===== src/verilog/core_pkg.sv =====
package core_pkg;

    // Machine widths
    localparam int DECODE_WIDTH  = 2;
    localparam int ADDR_WIDTH    = 32;
    localparam int INSTR_WIDTH   = 32;
    localparam int REG_IDX_WIDTH = 5;
    localparam int IMM_WIDTH     = 16;
    localparam int OPCODE_WIDTH  = 6;

    // Wide enough to count 0..DECODE_WIDTH slots
    localparam int CNT_WIDTH = $clog2(DECODE_WIDTH + 1);

    // Instruction word layout
    localparam int OPCODE_LSB = 26;
    localparam int RD_LSB     = 21;
    localparam int RJ_LSB     = 16;
    localparam int RK_LSB     = 11;

    // Major opcodes in bits 31:26
    localparam logic [OPCODE_WIDTH-1:0] OPC_ALU_RR = 6'h01;
    localparam logic [OPCODE_WIDTH-1:0] OPC_ALU_RI = 6'h09;
    localparam logic [OPCODE_WIDTH-1:0] OPC_MUL    = 6'h0c;
    localparam logic [OPCODE_WIDTH-1:0] OPC_LOAD   = 6'h23;
    localparam logic [OPCODE_WIDTH-1:0] OPC_STORE  = 6'h2b;
    localparam logic [OPCODE_WIDTH-1:0] OPC_BRANCH = 6'h04;

    typedef enum logic [1:0] {
        OP_ALU    = 2'd0,
        OP_MUL    = 2'd1,
        OP_MEM    = 2'd2,
        OP_BRANCH = 2'd3
    } op_class_e;

    // One fetch lane as delivered by fetch
    typedef struct packed {
        logic                   valid;
        logic [ADDR_WIDTH-1:0]  pc;
        logic [INSTR_WIDTH-1:0] instr;
    } instr_info_t;

    // Decoded record held in the dispatch buffer
    typedef struct packed {
        instr_info_t              instr_info;
        op_class_e                op_class;
        logic [REG_IDX_WIDTH-1:0] rd;
        logic                     rd_we;
        logic [REG_IDX_WIDTH-1:0] rj;
        logic                     rj_use;
        logic [REG_IDX_WIDTH-1:0] rk;
        logic                     rk_use;
        logic [IMM_WIDTH-1:0]     imm;
    } id_dispatch_t;

    // What an execution port receives
    typedef struct packed {
        logic                     valid;
        op_class_e                op_class;
        logic [ADDR_WIDTH-1:0]    pc;
        logic [REG_IDX_WIDTH-1:0] rd;
        logic                     rd_we;
        logic [REG_IDX_WIDTH-1:0] rj;
        logic [REG_IDX_WIDTH-1:0] rk;
        logic [IMM_WIDTH-1:0]     imm;
    } issue_t;

endpackage


===== src/verilog/decode_dispatch_top.sv =====
`timescale 1ns/1ps

module decode_dispatch_top (
    input  logic                                                clk,
    input  logic                                                rst_n,
    input  logic                                                stall_i,
    input  logic                                                flush_i,
    input  core_pkg::instr_info_t [core_pkg::DECODE_WIDTH-1:0] fetch_i,
    output logic                  [core_pkg::DECODE_WIDTH-1:0] accept_o,
    input  logic                                                alu_ready_i,
    input  logic                                                mul_ready_i,
    input  logic                                                mem_ready_i,
    output core_pkg::issue_t      [core_pkg::DECODE_WIDTH-1:0] issue_o
);

    core_pkg::id_dispatch_t [core_pkg::DECODE_WIDTH-1:0] id_lanes;
    core_pkg::id_dispatch_t [core_pkg::DECODE_WIDTH-1:0] slots;
    logic                   [core_pkg::DECODE_WIDTH-1:0] issue_mask;

    instr_decoder u_decoder (
        .fetch_i (fetch_i),
        .id_o    (id_lanes)
    );

    // Shifting buffer between decode and dispatch
    id_dispatch u_id_dispatch (
        .clk          (clk),
        .rst_n        (rst_n),
        .stall_i      (stall_i),
        .flush_i      (flush_i),
        .id_i         (id_lanes),
        .accept_o     (accept_o),
        .issue_mask_i (issue_mask),
        .dispatch_o   (slots)
    );

    dispatch_unit u_dispatch (
        .clk          (clk),
        .rst_n        (rst_n),
        .stall_i      (stall_i),
        .flush_i      (flush_i),
        .slots_i      (slots),
        .alu_ready_i  (alu_ready_i),
        .mul_ready_i  (mul_ready_i),
        .mem_ready_i  (mem_ready_i),
        .issue_mask_o (issue_mask),
        .issue_o      (issue_o)
    );

endmodule


===== src/verilog/dispatch_unit.sv =====
`timescale 1ns/1ps

module dispatch_unit (
    input  logic                                                 clk,
    input  logic                                                 rst_n,
    input  logic                                                 stall_i,
    input  logic                                                 flush_i,
    input  core_pkg::id_dispatch_t [core_pkg::DECODE_WIDTH-1:0] slots_i,
    input  logic                                                 alu_ready_i,
    input  logic                                                 mul_ready_i,
    input  logic                                                 mem_ready_i,
    output logic                   [core_pkg::DECODE_WIDTH-1:0] issue_mask_o,
    output core_pkg::issue_t       [core_pkg::DECODE_WIDTH-1:0] issue_o
);

    logic [core_pkg::DECODE_WIDTH-1:0]        issue_sel;
    core_pkg::issue_t [core_pkg::DECODE_WIDTH-1:0] issue_next;
    logic [core_pkg::DECODE_WIDTH-1:0]        issue_vld;
    logic [core_pkg::DECODE_WIDTH-1:0]        mem_lane;

    logic blocked;
    logic ok;
    logic has_mem;
    logic has_mul;
    logic has_branch;

    // Group grows slot by slot until the first valid slot that cannot go
    always_comb begin
        issue_mask_o = '0;
        issue_sel    = '0;
        blocked      = 1'b0;
        ok           = 1'b0;
        has_mem      = 1'b0;
        has_mul      = 1'b0;
        has_branch   = 1'b0;
        for (int k = 0; k < core_pkg::DECODE_WIDTH; k++) begin
            if (!blocked) begin
                if (!slots_i[k].instr_info.valid) begin
                    // Bubble, freed without issuing
                    issue_mask_o[k] = 1'b1;
                end else begin
                    case (slots_i[k].op_class)
                        core_pkg::OP_MUL: ok = mul_ready_i && !has_mul;
                        core_pkg::OP_MEM: ok = mem_ready_i && !has_mem;
                        default:          ok = alu_ready_i;
                    endcase
                    if (has_branch) ok = 1'b0;
                    // RAW against earlier members of this group
                    for (int j = 0; j < k; j++) begin
                        if (issue_sel[j] && slots_i[j].rd_we) begin
                            if (slots_i[k].rj_use && slots_i[k].rj == slots_i[j].rd) ok = 1'b0;
                            if (slots_i[k].rk_use && slots_i[k].rk == slots_i[j].rd) ok = 1'b0;
                        end
                    end
                    if (ok) begin
                        issue_sel[k]    = 1'b1;
                        issue_mask_o[k] = 1'b1;
                        has_mem    = has_mem || (slots_i[k].op_class == core_pkg::OP_MEM);
                        has_mul    = has_mul || (slots_i[k].op_class == core_pkg::OP_MUL);
                        has_branch = slots_i[k].op_class == core_pkg::OP_BRANCH;
                    end else begin
                        blocked = 1'b1;
                    end
                end
            end
        end
        // Nothing leaves the buffer while held or flushed
        if (stall_i || flush_i) begin
            issue_mask_o = '0;
            issue_sel    = '0;
        end
    end

    // Compact selected slots into the low lanes, program order kept
    always_comb begin
        int lane;
        lane       = 0;
        issue_next = '0;
        for (int k = 0; k < core_pkg::DECODE_WIDTH; k++) begin
            if (issue_sel[k]) begin
                issue_next[lane].valid    = 1'b1;
                issue_next[lane].op_class = slots_i[k].op_class;
                issue_next[lane].pc       = slots_i[k].instr_info.pc;
                issue_next[lane].rd       = slots_i[k].rd;
                issue_next[lane].rd_we    = slots_i[k].rd_we;
                issue_next[lane].rj       = slots_i[k].rj;
                issue_next[lane].rk       = slots_i[k].rk;
                issue_next[lane].imm      = slots_i[k].imm;
                lane = lane + 1;
            end
        end
    end

    always_ff @(posedge clk or negedge rst_n) begin
        if (!rst_n) begin
            issue_o <= '0;
        end else if (flush_i) begin
            issue_o <= '0;
        end else if (!stall_i) begin
            issue_o <= issue_next;
        end
    end

    always_comb begin
        for (int j = 0; j < core_pkg::DECODE_WIDTH; j++) begin
            issue_vld[j] = issue_o[j].valid;
            mem_lane[j]  = issue_o[j].valid && (issue_o[j].op_class == core_pkg::OP_MEM);
        end
    end

    a_one_mem: assert property (
        @(posedge clk) disable iff (!rst_n)
        $onehot0(mem_lane)
    ) else $error("more than one MEM op in the issue packet");

    a_flush_clears: assert property (
        @(posedge clk) disable iff (!rst_n)
        flush_i |=> (issue_vld == '0)
    ) else $error("issue packet still valid after flush");

endmodule


===== src/verilog/id_dispatch.sv =====
`timescale 1ns/1ps

module id_dispatch (
    input  logic                                                 clk,
    input  logic                                                 rst_n,
    input  logic                                                 stall_i,
    input  logic                                                 flush_i,
    input  core_pkg::id_dispatch_t [core_pkg::DECODE_WIDTH-1:0] id_i,
    output logic                   [core_pkg::DECODE_WIDTH-1:0] accept_o,
    input  logic                   [core_pkg::DECODE_WIDTH-1:0] issue_mask_i,
    output core_pkg::id_dispatch_t [core_pkg::DECODE_WIDTH-1:0] dispatch_o
);

    logic [core_pkg::CNT_WIDTH-1:0]    free_cnt;
    logic [core_pkg::CNT_WIDTH-1:0]    keep_cnt;
    logic [core_pkg::DECODE_WIDTH-1:0] lane_vld;

    // Freed slots leave the head, survivors stay
    always_comb begin
        free_cnt = '0;
        keep_cnt = '0;
        for (int i = 0; i < core_pkg::DECODE_WIDTH; i++) begin
            free_cnt = free_cnt + issue_mask_i[i];
            keep_cnt = keep_cnt + !issue_mask_i[i];
        end
    end

    // Lane i fits if a freed slot is left for it
    always_comb begin
        for (int i = 0; i < core_pkg::DECODE_WIDTH; i++) begin
            lane_vld[i] = id_i[i].instr_info.valid;
            accept_o[i] = lane_vld[i] && (i < free_cnt);
        end
    end

    always_ff @(posedge clk or negedge rst_n) begin
        if (!rst_n) begin
            dispatch_o <= '0;
        end else if (flush_i) begin
            dispatch_o <= '0;
        end else if (!stall_i) begin
            for (int i = 0; i < core_pkg::DECODE_WIDTH; i++) begin
                if (i < keep_cnt) begin
                    dispatch_o[i] <= dispatch_o[i + free_cnt];
                end else begin
                    // Tail refill in lane order, bubbles stay invalid
                    dispatch_o[i] <= id_i[i - keep_cnt];
                end
            end
        end
    end

    // Dispatch may only free a contiguous run from the head
    a_mask_prefix: assert property (
        @(posedge clk) disable iff (!rst_n)
        (issue_mask_i & (issue_mask_i + 1'b1)) == '0
    ) else $error("issue mask from dispatch is not a prefix");

    a_accept_valid: assert property (
        @(posedge clk) disable iff (!rst_n)
        (accept_o & ~lane_vld) == '0
    ) else $error("accept raised on an invalid decode lane");

endmodule


===== src/verilog/instr_decoder.sv =====
`timescale 1ns/1ps

module instr_decoder (
    input  core_pkg::instr_info_t  [core_pkg::DECODE_WIDTH-1:0] fetch_i,
    output core_pkg::id_dispatch_t [core_pkg::DECODE_WIDTH-1:0] id_o
);

    logic [core_pkg::INSTR_WIDTH-1:0]   word;
    logic [core_pkg::OPCODE_WIDTH-1:0]  opcode;
    logic [core_pkg::REG_IDX_WIDTH-1:0] rd_field;
    logic                               known;

    // Each lane decoded on its own, no cross-lane dependency
    always_comb begin
        word     = '0;
        opcode   = '0;
        rd_field = '0;
        known    = 1'b0;
        for (int i = 0; i < core_pkg::DECODE_WIDTH; i++) begin
            word     = fetch_i[i].instr;
            opcode   = word[core_pkg::OPCODE_LSB +: core_pkg::OPCODE_WIDTH];
            rd_field = word[core_pkg::RD_LSB +: core_pkg::REG_IDX_WIDTH];
            known    = 1'b1;

            id_o[i]            = '0;
            id_o[i].instr_info = fetch_i[i];
            id_o[i].op_class   = core_pkg::OP_ALU;
            id_o[i].rd         = rd_field;
            id_o[i].rj         = word[core_pkg::RJ_LSB +: core_pkg::REG_IDX_WIDTH];
            id_o[i].rk         = word[core_pkg::RK_LSB +: core_pkg::REG_IDX_WIDTH];
            id_o[i].imm        = word[core_pkg::IMM_WIDTH-1:0];

            case (opcode)
                core_pkg::OPC_ALU_RR: begin
                    id_o[i].op_class = core_pkg::OP_ALU;
                    id_o[i].rd_we    = 1'b1;
                    id_o[i].rj_use   = 1'b1;
                    id_o[i].rk_use   = 1'b1;
                end
                core_pkg::OPC_ALU_RI: begin
                    id_o[i].op_class = core_pkg::OP_ALU;
                    id_o[i].rd_we    = 1'b1;
                    id_o[i].rj_use   = 1'b1;
                end
                core_pkg::OPC_MUL: begin
                    id_o[i].op_class = core_pkg::OP_MUL;
                    id_o[i].rd_we    = 1'b1;
                    id_o[i].rj_use   = 1'b1;
                    id_o[i].rk_use   = 1'b1;
                end
                core_pkg::OPC_LOAD: begin
                    id_o[i].op_class = core_pkg::OP_MEM;
                    id_o[i].rd_we    = 1'b1;
                    id_o[i].rj_use   = 1'b1;
                end
                core_pkg::OPC_STORE: begin
                    // Store data comes from the rd field, read through rk
                    id_o[i].op_class = core_pkg::OP_MEM;
                    id_o[i].rj_use   = 1'b1;
                    id_o[i].rk       = rd_field;
                    id_o[i].rk_use   = 1'b1;
                end
                core_pkg::OPC_BRANCH: begin
                    // Compares rj with the rd field, writes nothing
                    id_o[i].op_class = core_pkg::OP_BRANCH;
                    id_o[i].rj_use   = 1'b1;
                    id_o[i].rk       = rd_field;
                    id_o[i].rk_use   = 1'b1;
                end
                default: begin
                    known = 1'b0;
                end
            endcase

            // Unknown opcode turns the lane into a bubble
            id_o[i].instr_info.valid = fetch_i[i].valid & known;
        end
    end

endmodule

===== config.mk =====
export PLATFORM = sky130hd
export DESIGN_NAME = decode_dispatch_top
export DESIGN_NICKNAME = d
export VERILOG_FILES = /design/src/verilog/core_pkg.sv /design/src/verilog/decode_dispatch_top.sv /design/src/verilog/dispatch_unit.sv /design/src/verilog/id_dispatch.sv /design/src/verilog/instr_decoder.sv
export SDC_FILE = /design/constraint.sdc
export NUM_CORES = 1
export LEC_CHECK = 0
export BUFFER_PORTS_ARGS = -buffer_cell sky130_fd_sc_hd__buf_2
export CAP_MARGIN = 20
export CORE_MARGIN = 1.5
export CORE_UTILIZATION = 59
export DETAILED_ROUTE_END_ITERATION = 10
export PLACE_DENSITY = 0.83
export REMOVE_ABC_BUFFERS = 1
export SYNTH_ARGS = -nofsm -noshare
export SYNTH_HDL_FRONTEND = slang
export SYNTH_HIERARCHICAL = 1
export SYNTH_SLANG_ARGS = --single-unit

===== constraint.sdc =====
create_clock -name clk -period 5 [get_ports clk]
set_clock_uncertainty 0.1 [all_clocks]
set_input_delay 0 -clock clk [delete_from_list [all_inputs] [get_ports clk]]
set_output_delay 0 -clock clk [all_outputs]
set_load 0.02 [all_outputs]

==> results.yml <==
sta:
  fin_crit_sh: 0.9158
  max_freq_mhz: 218.4
  drv_slew: 0
  setup_viol: 0
  setup_ws_ns: 0.4208
  grt_setup_unrepaired: "false"
  final.min_clock_period_ns: 4.579
  finalHoldViolations: 0
  slew_headroom: 0.2813
  tightest_slew_ns: 1.078
route:
  vias: 13759
  viasPerCell: 6.426
  dr.first_iter.drc_count: 1662
  first_pass_iters: 5
  drtAntennaViolNets: 0
  drc: 0
  wire_per_inst_microns: 22.43
  detail_route.wirelength_microns: 48020
synthesis:
  postSynthCellCount: 1539
  netlist_area_sq_um: 15920
  syn_area_per_cell_sq_um: 10.35
  yosysWarnings: 6
power:
  leakagePower_nw: 9.069
  switching_share: 0.2706
  clkPwrFrac: 0.399
  total_power_mw: 5.519
  p_sw_mw: 1.494
  irDropWorstVdd_mv: 0.3133
  comb_power_share: 0.182
  p_seq_frac: 0.419
  power_per_cell_area_nw_per_um2: 286.0
  p_int_mw: 4.025
global_routing:
  grt_pass1_vias: 14254
  grt_pass1_wl_microns: 76260
  grt_overflow: 0
  antenna_found_initial: 0
  track_usage: 0.3362
  grt_max_degree: 144
layout:
  utilization: 0.7344
  area_growth_pct: 21.20
  n_antenna_cell: 0
  fin_cells: 2141
  final-seq-area_sq_um: 6807
  layout_commonest_cell: "dfrtp_1"
  fillers: 1679
  final_cell_mix: "dfrtp_1, buf_2, dlygate4sd3_1"
  multi_input_area_sq_um: 7516
  drive_gt1_frac: 0.3189
  fin_area_sq_um: 19300
  nets: 1931
placement:
  port_buffers: 272
  placed_cell_area_sq_um: 16500
  preCtsSetupSlack_ns: 0.8341
  dp_cells: 1909
  hpwl_microns: 25210
  place.gp.congestion: 0.8297
worst_setup_path:
  crit_type: "flop to flop"
  cp.arrival_ns: 4.92
  critPathLaunchType: "flop"
  crit_path_max_fanout: 26
  worstPathRequired_ns: 5.34
  worstSetupEndpointType: "flop"
  rrSetupSlack_ns: 0.42
die:
  fp.dieH_microns: 167.3
  die_area_sq_um: 27980
  coreArea_sq_um: 26280
  ios: 273
  start_util: 0.6059
  die_w_microns: 167.3
  rows: 59
status:
  status: "finished, final reports clean"
clocking:
  cts_tree: "done"
  clk_latency_ns: 0.55
  root_buffer: "clkbuf_16"
  cts_resized: 0
  cts_made_buffers: 29
  htree_levels: 1
  cts.sinks: 272
  clkTransAtPathRegs_ns: 0.06
  cts_buffer_depth: 3
worst_hold_path:
  hp-class: "primary input to async pin"
job:
  cap_violations: 0
per-layer routing:
metal	global-route usage	wire length [microns]	part of all wire
met3	0.07067	4472	0.093
met5	0	0	0
met4	0.1316	1618	0.034
met2	0.5569	23070	0.48
met1	0.4331	18860	0.39
through the flow:
stage,TNS [ns],hold WS (ns)
global placement,0,0.06213
floorplan,-935.19,-0.3956
finish,0,0.01966
detailed placement,0,0.07436
global route,0,0.05878
CTS,0,0.01280
flip-flops by register name (all words and copies together) (netlist names):
register,count
u_id_dispatch/dispatch_o,138
u_dispatch/issue_o,134
final cells by class:
type	instances	area share
Inverter	10	0.001945
Timing Repair Buffer	477	0.1844
Clock buffer	40	0.04337
Clock inverter	12	0.006418
Sequential cell	272	0.3527
Tap cell	335	0.02172
Multi-Input combinational cell	995	0.3894
worst paths after layout:
check,startpoint,end,depth (start not counted)
hold reg to reg,u_dispatch/issue_o[132],u_dispatch/issue_o[132],2
setup / recovery,u_id_dispatch/dispatch_o[34],u_id_dispatch/dispatch_o[187],14
setup reg to reg,u_id_dispatch/dispatch_o[34],u_id_dispatch/dispatch_o[187],14
min in group clk,fetch_i[95],u_id_dispatch/dispatch_o[16],5
max in group asynchronous,rst_n,u_dispatch/issue_o[44],3
hold / removal,rst_n,u_dispatch/issue_o[133],2
worst max-delay path, cell delays in order (launching register included):
cell	delay, ns
dfrtp_1	0.44
inv_1	0.07
ha_1	0.35
a221o_1	0.34
nand3_1	0.19
a211o_1	0.23
o2111ai_1	0.14
o21ai_0	0.24
inv_1	0.22
ha_4	0.54
buf_12	0.27
mux2_4	0.32
dlygate4sd3_1	0.55
mux2_2	0.27
a22o_1	0.19
what timing repair did:
action | in CTS | in global routing
setup buffers | 0 | 1
endpoints found under the hold margin | 275 | 4
endpoints found under the setup margin | 0 | 1
hold buffers | 176 | 1
power groups by stage:
| stage | clock network [mW] | logic (mW) | registers (mW) |
|---|---|---|---|
| 6_report | 2.20 | 1.00 | 2.31 |
| 5_1_grt | 2.31 | 1.06 | 2.32 |
| 4_1_cts | 2.21 | 0.962 | 2.31 |
| 3_5_place_dp | 0 | 0.808 | 2.35 |
| 3_3_place_gp | 0 | 0.784 | 2.35 |
| 2_1_floorplan | 0 | 0.584 | 2.33 |
No activity file was read; power rests on OpenSTA's default activity.
